<file path="src/common/game_pkg.sv">
package game_pkg;

    // playfield limits in pixels
    localparam int unsigned SCREEN_WIDTH  = 210;
    localparam int unsigned SCREEN_HEIGHT = 160;

    // hit box edges
    localparam int unsigned PLAYER_SIZE = 10;
    localparam int unsigned ENEMY_SIZE  = 10;

    localparam int unsigned SURFACE_Y = 10; // rows above this count as surface

    localparam int unsigned MAX_OXYGEN      = 1000;
    localparam int unsigned MAX_DIVERS_HELD = 6;

    // score increments
    localparam int unsigned SHOT_REWARD   = 20;
    localparam int unsigned DIVER_REWARD  = 50;
    localparam int unsigned RESCUE_REWARD = 50;

    // bullet, enemy or diver slot
    typedef struct packed {
        logic [7:0] x;
        logic [7:0] y;
        logic       dir;    // 1 moves left
        logic       active;
    } obj_t;

    typedef struct packed {
        logic [7:0] x;
        logic [7:0] y;
        logic [9:0] oxygen;
        logic [2:0] lives;
        logic [2:0] divc;   // divers currently held
    } player_t;

    // 000 and 111 leave the player alone
    typedef enum logic [2:0] {
        ACT_NONE       = 3'b000,
        ACT_LEFT       = 3'b001,
        ACT_RIGHT      = 3'b010,
        ACT_UP         = 3'b100,
        ACT_DOWN       = 3'b011,
        ACT_FIRE_LEFT  = 3'b101,
        ACT_FIRE_RIGHT = 3'b110
    } act_e;

    typedef enum logic [1:0] {
        PH_IDLE    = 2'd0,
        PH_MOVE    = 2'd1,
        PH_RESOLVE = 2'd2
    } phase_e;

endpackage
</file>
<file path="src/design/game_step.sv">
`timescale 1ns/1ns

module game_step #(
    parameter int N_BULLETS = 5,
    parameter int N_ENEMIES = 5,
    parameter int N_DIVERS  = 5
) (
    input  logic                                i_clk,
    input  logic                                i_rstn,
    input  logic                                i_start,
    input  game_pkg::act_e                      i_act,
    input  game_pkg::player_t                   i_player,
    input  game_pkg::obj_t [N_BULLETS-1:0]      i_bullets,
    input  game_pkg::obj_t [N_ENEMIES-1:0]      i_enemies,
    input  game_pkg::obj_t [N_DIVERS-1:0]       i_divers,
    input  logic [31:0]                         i_score,
    output game_pkg::player_t                   o_player,
    output game_pkg::obj_t [N_BULLETS-1:0]      o_bullets,
    output game_pkg::obj_t [N_ENEMIES-1:0]      o_enemies,
    output game_pkg::obj_t [N_DIVERS-1:0]       o_divers,
    output logic [31:0]                         o_score,
    output logic                                o_done,
    output logic                                o_valid
);
    import game_pkg::*;

    logic                 move_en;
    logic                 resolve_en;
    player_t              moved_player;
    logic [N_BULLETS-1:0] bullet_active;
    logic [N_BULLETS-1:0] shot_sel;
    obj_t                 shot;
    obj_t [N_BULLETS-1:0] moved_bullets;
    obj_t [N_ENEMIES-1:0] moved_enemies;
    obj_t [N_DIVERS-1:0]  moved_divers;

    step_control step_control_i (
        .i_clk        (i_clk),
        .i_rstn       (i_rstn),
        .i_start      (i_start),
        .o_move_en    (move_en),
        .o_resolve_en (resolve_en),
        .o_valid      (o_valid)
    );

    player_action #(.N_BULLETS(N_BULLETS)) player_action_i (
        .i_clk           (i_clk),
        .i_rstn          (i_rstn),
        .i_move_en       (move_en),
        .i_act           (i_act),
        .i_player        (i_player),
        .i_bullet_active (bullet_active),
        .o_player        (moved_player),
        .o_shot_sel      (shot_sel),
        .o_shot          (shot)
    );

    for (genvar g = 0; g < N_BULLETS; g++) begin : g_bullet
        assign bullet_active[g] = i_bullets[g].active;
        object_lane lane_i (.i_clk(i_clk), .i_rstn(i_rstn), .i_load_en(move_en),
            .i_obj(i_bullets[g]), .i_spawn_sel(shot_sel[g]), .i_spawn(shot),
            .o_obj(moved_bullets[g]));
    end

    // enemies and divers never spawn here
    for (genvar g = 0; g < N_ENEMIES; g++) begin : g_enemy
        object_lane lane_i (.i_clk(i_clk), .i_rstn(i_rstn), .i_load_en(move_en),
            .i_obj(i_enemies[g]), .i_spawn_sel(1'b0), .i_spawn('0),
            .o_obj(moved_enemies[g]));
    end

    for (genvar g = 0; g < N_DIVERS; g++) begin : g_diver
        object_lane lane_i (.i_clk(i_clk), .i_rstn(i_rstn), .i_load_en(move_en),
            .i_obj(i_divers[g]), .i_spawn_sel(1'b0), .i_spawn('0),
            .o_obj(moved_divers[g]));
    end

    collision_score #(
        .N_BULLETS (N_BULLETS),
        .N_ENEMIES (N_ENEMIES),
        .N_DIVERS  (N_DIVERS)
    ) collision_score_i (
        .i_clk        (i_clk),
        .i_rstn       (i_rstn),
        .i_resolve_en (resolve_en),
        .i_player     (moved_player),
        .i_bullets    (moved_bullets),
        .i_enemies    (moved_enemies),
        .i_divers     (moved_divers),
        .i_score      (i_score),
        .o_player     (o_player),
        .o_bullets    (o_bullets),
        .o_enemies    (o_enemies),
        .o_divers     (o_divers),
        .o_score      (o_score),
        .o_done       (o_done)
    );

endmodule

</file>
<file path="src/design/collision/collision_score.sv">
`timescale 1ns/1ns

module collision_score #(
    parameter int N_BULLETS = 5,
    parameter int N_ENEMIES = 5,
    parameter int N_DIVERS  = 5
) (
    input  logic                                i_clk,
    input  logic                                i_rstn,
    input  logic                                i_resolve_en,
    input  game_pkg::player_t                   i_player,
    input  game_pkg::obj_t [N_BULLETS-1:0]      i_bullets,
    input  game_pkg::obj_t [N_ENEMIES-1:0]      i_enemies,
    input  game_pkg::obj_t [N_DIVERS-1:0]       i_divers,
    input  logic [31:0]                         i_score,
    output game_pkg::player_t                   o_player,
    output game_pkg::obj_t [N_BULLETS-1:0]      o_bullets,
    output game_pkg::obj_t [N_ENEMIES-1:0]      o_enemies,
    output game_pkg::obj_t [N_DIVERS-1:0]       o_divers,
    output logic [31:0]                         o_score,
    output logic                                o_done
);
    import game_pkg::*;

    player_t              player_d;
    obj_t [N_BULLETS-1:0] bullets_d;
    obj_t [N_ENEMIES-1:0] enemies_d;
    obj_t [N_DIVERS-1:0]  divers_d;
    logic [31:0]          gain;
    logic                 lose;

    always_comb begin
        player_d  = i_player;
        bullets_d = i_bullets;
        enemies_d = i_enemies;
        divers_d  = i_divers;
        gain      = '0;
        lose      = 1'b0;

        // enemy order first, then lowest bullet; a dead enemy stops matching
        for (int e = 0; e < N_ENEMIES; e++) begin
            for (int b = 0; b < N_BULLETS; b++) begin
                if (enemies_d[e].active && bullets_d[b].active
                        && bullets_d[b].x > enemies_d[e].x
                        && bullets_d[b].x < enemies_d[e].x + ENEMY_SIZE
                        && bullets_d[b].y > enemies_d[e].y
                        && bullets_d[b].y < enemies_d[e].y + ENEMY_SIZE) begin
                    enemies_d[e].active = 1'b0;
                    bullets_d[b].active = 1'b0;
                    gain = gain + SHOT_REWARD;
                end
            end
        end

        for (int d = 0; d < N_DIVERS; d++) begin
            if (divers_d[d].active
                    && divers_d[d].x >= i_player.x
                    && divers_d[d].x < i_player.x + PLAYER_SIZE
                    && divers_d[d].y >= i_player.y
                    && divers_d[d].y < i_player.y + PLAYER_SIZE) begin
                divers_d[d].active = 1'b0;
                gain = gain + DIVER_REWARD;
                if (player_d.divc < 3'(MAX_DIVERS_HELD)) begin
                    player_d.divc = player_d.divc + 3'd1;
                end
            end
        end

        if (i_player.y < SURFACE_Y) begin
            player_d.oxygen = 10'(MAX_OXYGEN);
            if (i_player.divc == 3'(MAX_DIVERS_HELD)) begin  // full load delivered
                player_d.divc = 3'd0;
                gain = gain + RESCUE_REWARD;
            end
        end else if (i_player.oxygen <= 10'd1) begin
            player_d.oxygen = 10'(MAX_OXYGEN);
            if (i_player.lives <= 3'd1) begin
                player_d.lives = 3'd0;
                lose = 1'b1;
            end else begin
                player_d.lives = i_player.lives - 3'd1;
            end
        end else begin
            player_d.oxygen = i_player.oxygen - 10'd1;
        end
    end

    always_ff @(posedge i_clk or negedge i_rstn) begin
        if (!i_rstn) begin
            o_player  <= '0;
            o_bullets <= '0;
            o_enemies <= '0;
            o_divers  <= '0;
            o_score   <= '0;
            o_done    <= 1'b0;
        end else if (i_resolve_en) begin
            o_player  <= player_d;
            o_bullets <= bullets_d;
            o_enemies <= enemies_d;
            o_divers  <= divers_d;
            o_score   <= i_score + gain;
            o_done    <= o_done | lose; // held until reset
        end
    end

endmodule

</file>
<file path="src/design/object_lane.sv">
`timescale 1ns/1ns

module object_lane (
    input  logic           i_clk,
    input  logic           i_rstn,
    input  logic           i_load_en,
    input  game_pkg::obj_t i_obj,
    input  logic           i_spawn_sel,
    input  game_pkg::obj_t i_spawn,
    output game_pkg::obj_t o_obj
);
    import game_pkg::*;

    obj_t obj_d;

    always_comb begin
        obj_d = i_obj;
        if (i_spawn_sel) begin
            obj_d = i_spawn;    // new shot takes the slot this step
        end else if (i_obj.active) begin
            if (i_obj.dir) begin
                if (i_obj.x == 8'd0) obj_d.active = 1'b0;
                else obj_d.x = i_obj.x - 8'd1;
            end else begin
                if (i_obj.x >= SCREEN_WIDTH) obj_d.active = 1'b0;
                else obj_d.x = i_obj.x + 8'd1;
            end
        end
    end

    always_ff @(posedge i_clk or negedge i_rstn) begin
        if (!i_rstn) begin
            o_obj <= '0;
        end else if (i_load_en) begin
            o_obj <= obj_d;
        end
    end

endmodule

</file>
<file path="src/design/player_action.sv">
`timescale 1ns/1ns

module player_action #(
    parameter int N_BULLETS = 5
) (
    input  logic                  i_clk,
    input  logic                  i_rstn,
    input  logic                  i_move_en,
    input  game_pkg::act_e        i_act,
    input  game_pkg::player_t     i_player,
    input  logic [N_BULLETS-1:0]  i_bullet_active,
    output game_pkg::player_t     o_player,
    output logic [N_BULLETS-1:0]  o_shot_sel,
    output game_pkg::obj_t        o_shot
);
    import game_pkg::*;

    player_t              player_d;
    logic [N_BULLETS-1:0] free_sel;
    logic                 fire;

    always_comb begin
        player_d = i_player;
        case (i_act)
            ACT_LEFT: begin
                if (i_player.x > 8'd0) player_d.x = i_player.x - 8'd1;
            end
            ACT_RIGHT: begin
                if (i_player.x + PLAYER_SIZE < SCREEN_WIDTH) player_d.x = i_player.x + 8'd1;
            end
            ACT_UP: begin
                if (i_player.y > 8'd0) player_d.y = i_player.y - 8'd1;
            end
            ACT_DOWN: begin
                if (i_player.y + PLAYER_SIZE < SCREEN_HEIGHT) player_d.y = i_player.y + 8'd1;
            end
            default: player_d = i_player;
        endcase
    end

    // lowest clear bit of the active mask, zero when all slots are busy
    assign free_sel = ~i_bullet_active & (i_bullet_active + 1'b1);

    assign fire       = (i_act == ACT_FIRE_LEFT) || (i_act == ACT_FIRE_RIGHT);
    assign o_shot_sel = fire ? free_sel : '0;

    always_comb begin
        o_shot.y      = i_player.y;
        o_shot.active = 1'b1;
        o_shot.dir    = (i_act == ACT_FIRE_LEFT);
        o_shot.x      = o_shot.dir ? i_player.x - 8'd2 : i_player.x + 8'd2; // wraps
    end

    always_ff @(posedge i_clk or negedge i_rstn) begin
        if (!i_rstn) begin
            o_player <= '0;
        end else if (i_move_en) begin
            o_player <= player_d;
        end
    end

endmodule

</file>
<file path="src/design/step_control.sv">
`timescale 1ns/1ns

module step_control (
    input  logic i_clk,
    input  logic i_rstn,
    input  logic i_start,
    output logic o_move_en,
    output logic o_resolve_en,
    output logic o_valid
);
    import game_pkg::*;

    phase_e phase_q;
    phase_e phase_d;
    logic   valid_q;

    always_comb begin
        phase_d = phase_q;
        case (phase_q)
            PH_IDLE: begin
                if (i_start) begin
                    phase_d = PH_MOVE;
                end
            end
            PH_MOVE:    phase_d = PH_RESOLVE;
            PH_RESOLVE: phase_d = PH_IDLE;  // start is dropped here
            default:    phase_d = PH_IDLE;
        endcase
    end

    always_ff @(posedge i_clk or negedge i_rstn) begin
        if (!i_rstn) begin
            phase_q <= PH_IDLE;
            valid_q <= 1'b0;
        end else begin
            phase_q <= phase_d;
            valid_q <= o_resolve_en; // high the cycle after the resolve edge
        end
    end

    assign o_move_en    = (phase_q == PH_IDLE) && i_start;
    assign o_resolve_en = (phase_q == PH_MOVE);
    assign o_valid      = valid_q;

endmodule

</file>
<file path="config.mk">
export PLATFORM = sky130hd
export DESIGN_NAME = game_step
export DESIGN_NICKNAME = d
export VERILOG_FILES = /design/src/common/game_pkg.sv /design/src/design/game_step.sv /design/src/design/collision/collision_score.sv /design/src/design/object_lane.sv /design/src/design/player_action.sv /design/src/design/step_control.sv
export SDC_FILE = /design/constraint.sdc
export NUM_CORES = 2
export LEC_CHECK = 0
export BUFFER_PORTS_ARGS = -buffer_cell sky130_fd_sc_hd__buf_2
export CORE_ASPECT_RATIO = 2
export CORE_MARGIN = 8
export CORE_UTILIZATION = 47
export DETAILED_ROUTE_END_ITERATION = 12
export PLACE_DENSITY = 0.66
export SETUP_SLACK_MARGIN = 0.15
export SKIP_CTS_REPAIR_TIMING = 1
export SLEW_MARGIN = 30
export SYNTH_ARGS = -nofsm -noshare
export SYNTH_HDL_FRONTEND = slang
export SYNTH_HIERARCHICAL = 1
export SYNTH_SLANG_ARGS = --single-unit
</file>
<file path="constraint.sdc">
create_clock -name i_clk -period 27.9 [get_ports i_clk]
set_input_delay 2.79 -clock i_clk [delete_from_list [all_inputs] [get_ports i_clk]]
set_output_delay 2.79 -clock i_clk [all_outputs]
set_load 0.005 [all_outputs]
</file>
==> results.py <==
metrics = {
    "finish": {
        "final_net_count": 9343,
        "syn2layout_area_growth_pct": 13.81,
        "mostFrequentLayoutCell": "ha_1",
        "layout_common_cells": "1,036 x ha_1, 674 x buf_2, 640 x dfrtp_1, 517 x a21oi_1, 472 x nor2_1",
        "drive_above_1_share_pct": 17.89,
        "finalNonFillerCells": 9784,
    },
    "timing": {
        "setup_viol": 0,
        "fmax_mhz": 38.45,
        "layout_min_cycle_time_ns": 26.01,
        "worst_slew_pin_slew_ns": 1.118,
        "fin_worst_skew_ns": 0.03259,
        "hold_slack_ns": 0.4848,
        "min_period_over_period_pct": 93.21,
        "final_hold_viol_count": 0,
        "drv_slew": 0,
        "maxSlewHeadroom_pct": 24.99,
        "setup_ws_ns": 1.894,
    },
    "status": {
        "status": "finished, final reports clean",
    },
    "logic_synthesis": {
        "ys_ff_latch": 640,
        "synth_ff_type": "dfrtp_1",
        "ys_seq_area_share_pct": 25.13,
        "synthArstFlopShare_pct": 100.0,
        "syn-cell-area_um2": 63740,
        "synth_edf_count": 0,
        "yosysWarningCount": 6,
        "synth_area_per_cell_um2": 8.957,
        "synthCells": 7116,
        "ys_types": 123,
    },
    "placement": {
        "dp_hpwl_um": 220800,
        "gp_congestion": 1.019,
        "place_ws_ns": 0.7180,
        "place_inst": 9621,
        "io_buffers": 675,
    },
    "worst_setup_path": {
        "crit_fanout": 13,
        "rrSetupSlack_ns": 1.89,
        "crit_path_end_kind": "flop",
        "r2r_end": "collision_score_i/o_score[31]",
        "r2r_cells": 125,
        "crit_top_cell": "ha_1",
        "critPathRequiredTime_ns": 28.47,
        "start_kind": "flop",
        "crit_slowest_cell": "or4_1",
        "crit_start": "g_enemy[0].lane_i/o_obj[3]",
        "cp.arrival_ns": 26.57,
        "critPathMaxStageDelay_ns": 0.64,
        "crit_type": "reg2reg",
        "timing.rr.start": "g_enemy[0].lane_i/o_obj[3]",
    },
    "min_path": {
        "hold_path.class": "reg2reg",
        "min_to": "collision_score_i/o_score[23]",
        "whs_path_depth": 2,
        "hold_path_startpoint": "collision_score_i/o_score[23]",
    },
    "power": {
        "leakage_nw": 32.80,
        "power.total_mw": 7.211,
        "peakVddDrop_mv": 0.07687,
        "power.density_nw_per_um2": 99.40,
    },
    "routing": {
        "vias_per_cell": 6.261,
        "first_iter_violations": 4276,
        "drtPass1Iterations": 6,
        "drc": 0,
        "ant_nets": 0,
        "wl_per_cell_um": 28.24,
        "drt_wl_total_um": 276300,
        "via_count": 61254,
    },
    "cts": {
        "insertion_delay_ns": 0.70,
        "clk_pin_slew_ns": 0.07,
        "cts_num_sinks": 640,
        "cts_made_buffers": 70,
        "htreeDepth": 3,
        "cts_buffer_depth": 3,
        "cts_tree": "done",
        "cts_root_buffer": "clkbuf_16",
    },
    "floorplan": {
        "dieHeight_um": 536.8,
        "die_w_um": 276.4,
        "die_area_um2": 148400,
        "core_area_um2": 135000,
        "row_count": 191,
        "start_util_pct": 47.20,
        "io_pins": 676,
    },
    "global_routing": {
        "use_met2_pct": 64.21,
        "track_usage_pct": 35.95,
        "overflow": 0,
        "grt_max_degree": 162,
        "grt_pass1_wl_um": 405100,
        "top_usage_layer": "met2",
        "antenna_found_initial": 75,
        "grt_pass1_vias": 62463,
        "grt_util_met1_pct": 34.71,
        "use_met3_pct": 9.981,
    },
    "run": {
        "cap_viol_max_count": 0,
    },
}
==> per-stage QoR <==
stage / TNS [ns] / utilization [%] / cell area, µm²
5_1_grt: -0.03836 / 53.68 / 72490
3_3_place_gp: 0 / 51.86 / 70030
3_5_place_dp: 0 / 51.86 / 70030
2_1_floorplan: 0 / - / 64670
4_1_cts: 0 / 53.55 / 72300
6_report: 0 / 53.73 / 72540
==> critical path: cells and delay by family (launching register included) <==
kind            cells  cell delay [ns]
compound gates     48             8.22
flops               1             0.36
mux                 9             1.88
fa+ha+maj          26             7.95
simple gates       28             5.25
xor+xnor            5             1.39
buf+inv             9             0.85
==> worst max path at each step <==
| stage | endpoint | slack (ns) | cells past startpoint |
|---|---|---|---|
| 2_1_floorplan | collision_score_i/o_score[31] | 4.35 | 125 |
| 3_3_place_gp | collision_score_i/o_score[31] | 1.21 | 126 |
| 3_5_place_dp | collision_score_i/o_score[31] | 0.72 | 126 |
| 4_1_cts | collision_score_i/o_score[31] | 0.57 | 126 |
| 5_1_grt | collision_score_i/o_score[31] | -0.04 | 125 |
| 6_report | collision_score_i/o_score[31] | 1.89 | 125 |
==> layer usage <==
layer / part of all wire (%) / wire length [µm]
met2: 49 / 135400
met1: 34 / 92770
met3: 7.7 / 21240
met5: 0.19 / 521
met4: 9.6 / 26450
==> Yosys cell counts, types with 18 or more instances <==
cell / count / share of area (%)
a41oi_1: 18 / 0.25
nor3b_1: 43 / 0.51
nand3_1: 217 / 1.7
o21a_1: 82 / 0.97
or3_1: 107 / 1.1
mux2_2: 320 / 5.7
o22ai_1: 19 / 0.19
nor2b_1: 158 / 1.6
nand3b_1: 25 / 0.29
mux2i_1: 152 / 2.4
a31oi_1: 115 / 1.1
xor2_1: 48 / 0.66
dfrtp_1: 640 / 25
o31ai_1: 34 / 0.40
inv_1: 360 / 2.1
a2111oi_0: 42 / 0.58
a221oi_1: 20 / 0.27
and2_1: 22 / 0.22
a21boi_0: 24 / 0.28
a22o_1: 24 / 0.33
nor3_1: 144 / 1.1
nand4_1: 166 / 1.6
and3_1: 40 / 0.39
a22oi_1: 42 / 0.49
nor2_1: 474 / 2.8
o21bai_1: 44 / 0.52
ha_1: 1037 / 20
o211ai_1: 94 / 1.1
clkbuf_1: 220 / 1.3
o2111a_1: 19 / 0.34
or4_1: 50 / 0.59
o211a_1: 21 / 0.33
a211oi_1: 125 / 1.5
or4b_2: 18 / 0.28
or2_2: 18 / 0.18
o21ai_0: 411 / 3.2
nand2b_1: 139 / 1.4
nand2_1: 284 / 1.7
a2111o_1: 18 / 0.32
a21oi_1: 521 / 4.1
buf_6: 21 / 0.37
buf_2: 23 / 0.18
xnor2_1: 154 / 2.1
a21o_1: 149 / 1.8
==> power breakdown <==
group          switching, mW  internal [mW]
combinational           2.69           1.88
clock                  0.448          0.532
sequential             0.393           1.27
total                   3.53           3.68
==> cells by family after synthesis <==
group,share of synthesized area (%)
muxes,8.100
DFF,25.13
other,0.01767
buffers and inverters,4.268
xor gates and xnor gates,3.371
AOI/OAI and AO/OA,21.46
adders and majority gates,20.45
and+or+nand+nor,17.21
==> state kept, by name, summed over array words and instances, names as in the netlist <==
name and flops:
collision_score_i/o_bullets 90, collision_score_i/o_divers 90, collision_score_i/o_enemies 90, g_bullet.lane_i/o_obj 90, g_diver.lane_i/o_obj 90, g_enemy.lane_i/o_obj 90
collision_score_i/o_player 32, collision_score_i/o_score 32, player_action_i/o_player 32, step_control_i/phase_q 2, collision_score_i/o_done 1, step_control_i/o_valid 1
==> final cells by class <==
type / instances / area [µm²]
fillers: 12675 / 62480
diodes: 31 / 77.57
clock buffers: 89 / 1924
multi-input cells: 6065 / 46090
repair buffers: 820 / 4522
flip-flops and latches: 640 / 16020
well taps: 1737 / 2173
clock inverters: 35 / 351.6
inverters: 367 / 1385
(Power assumes the default switching activity.)
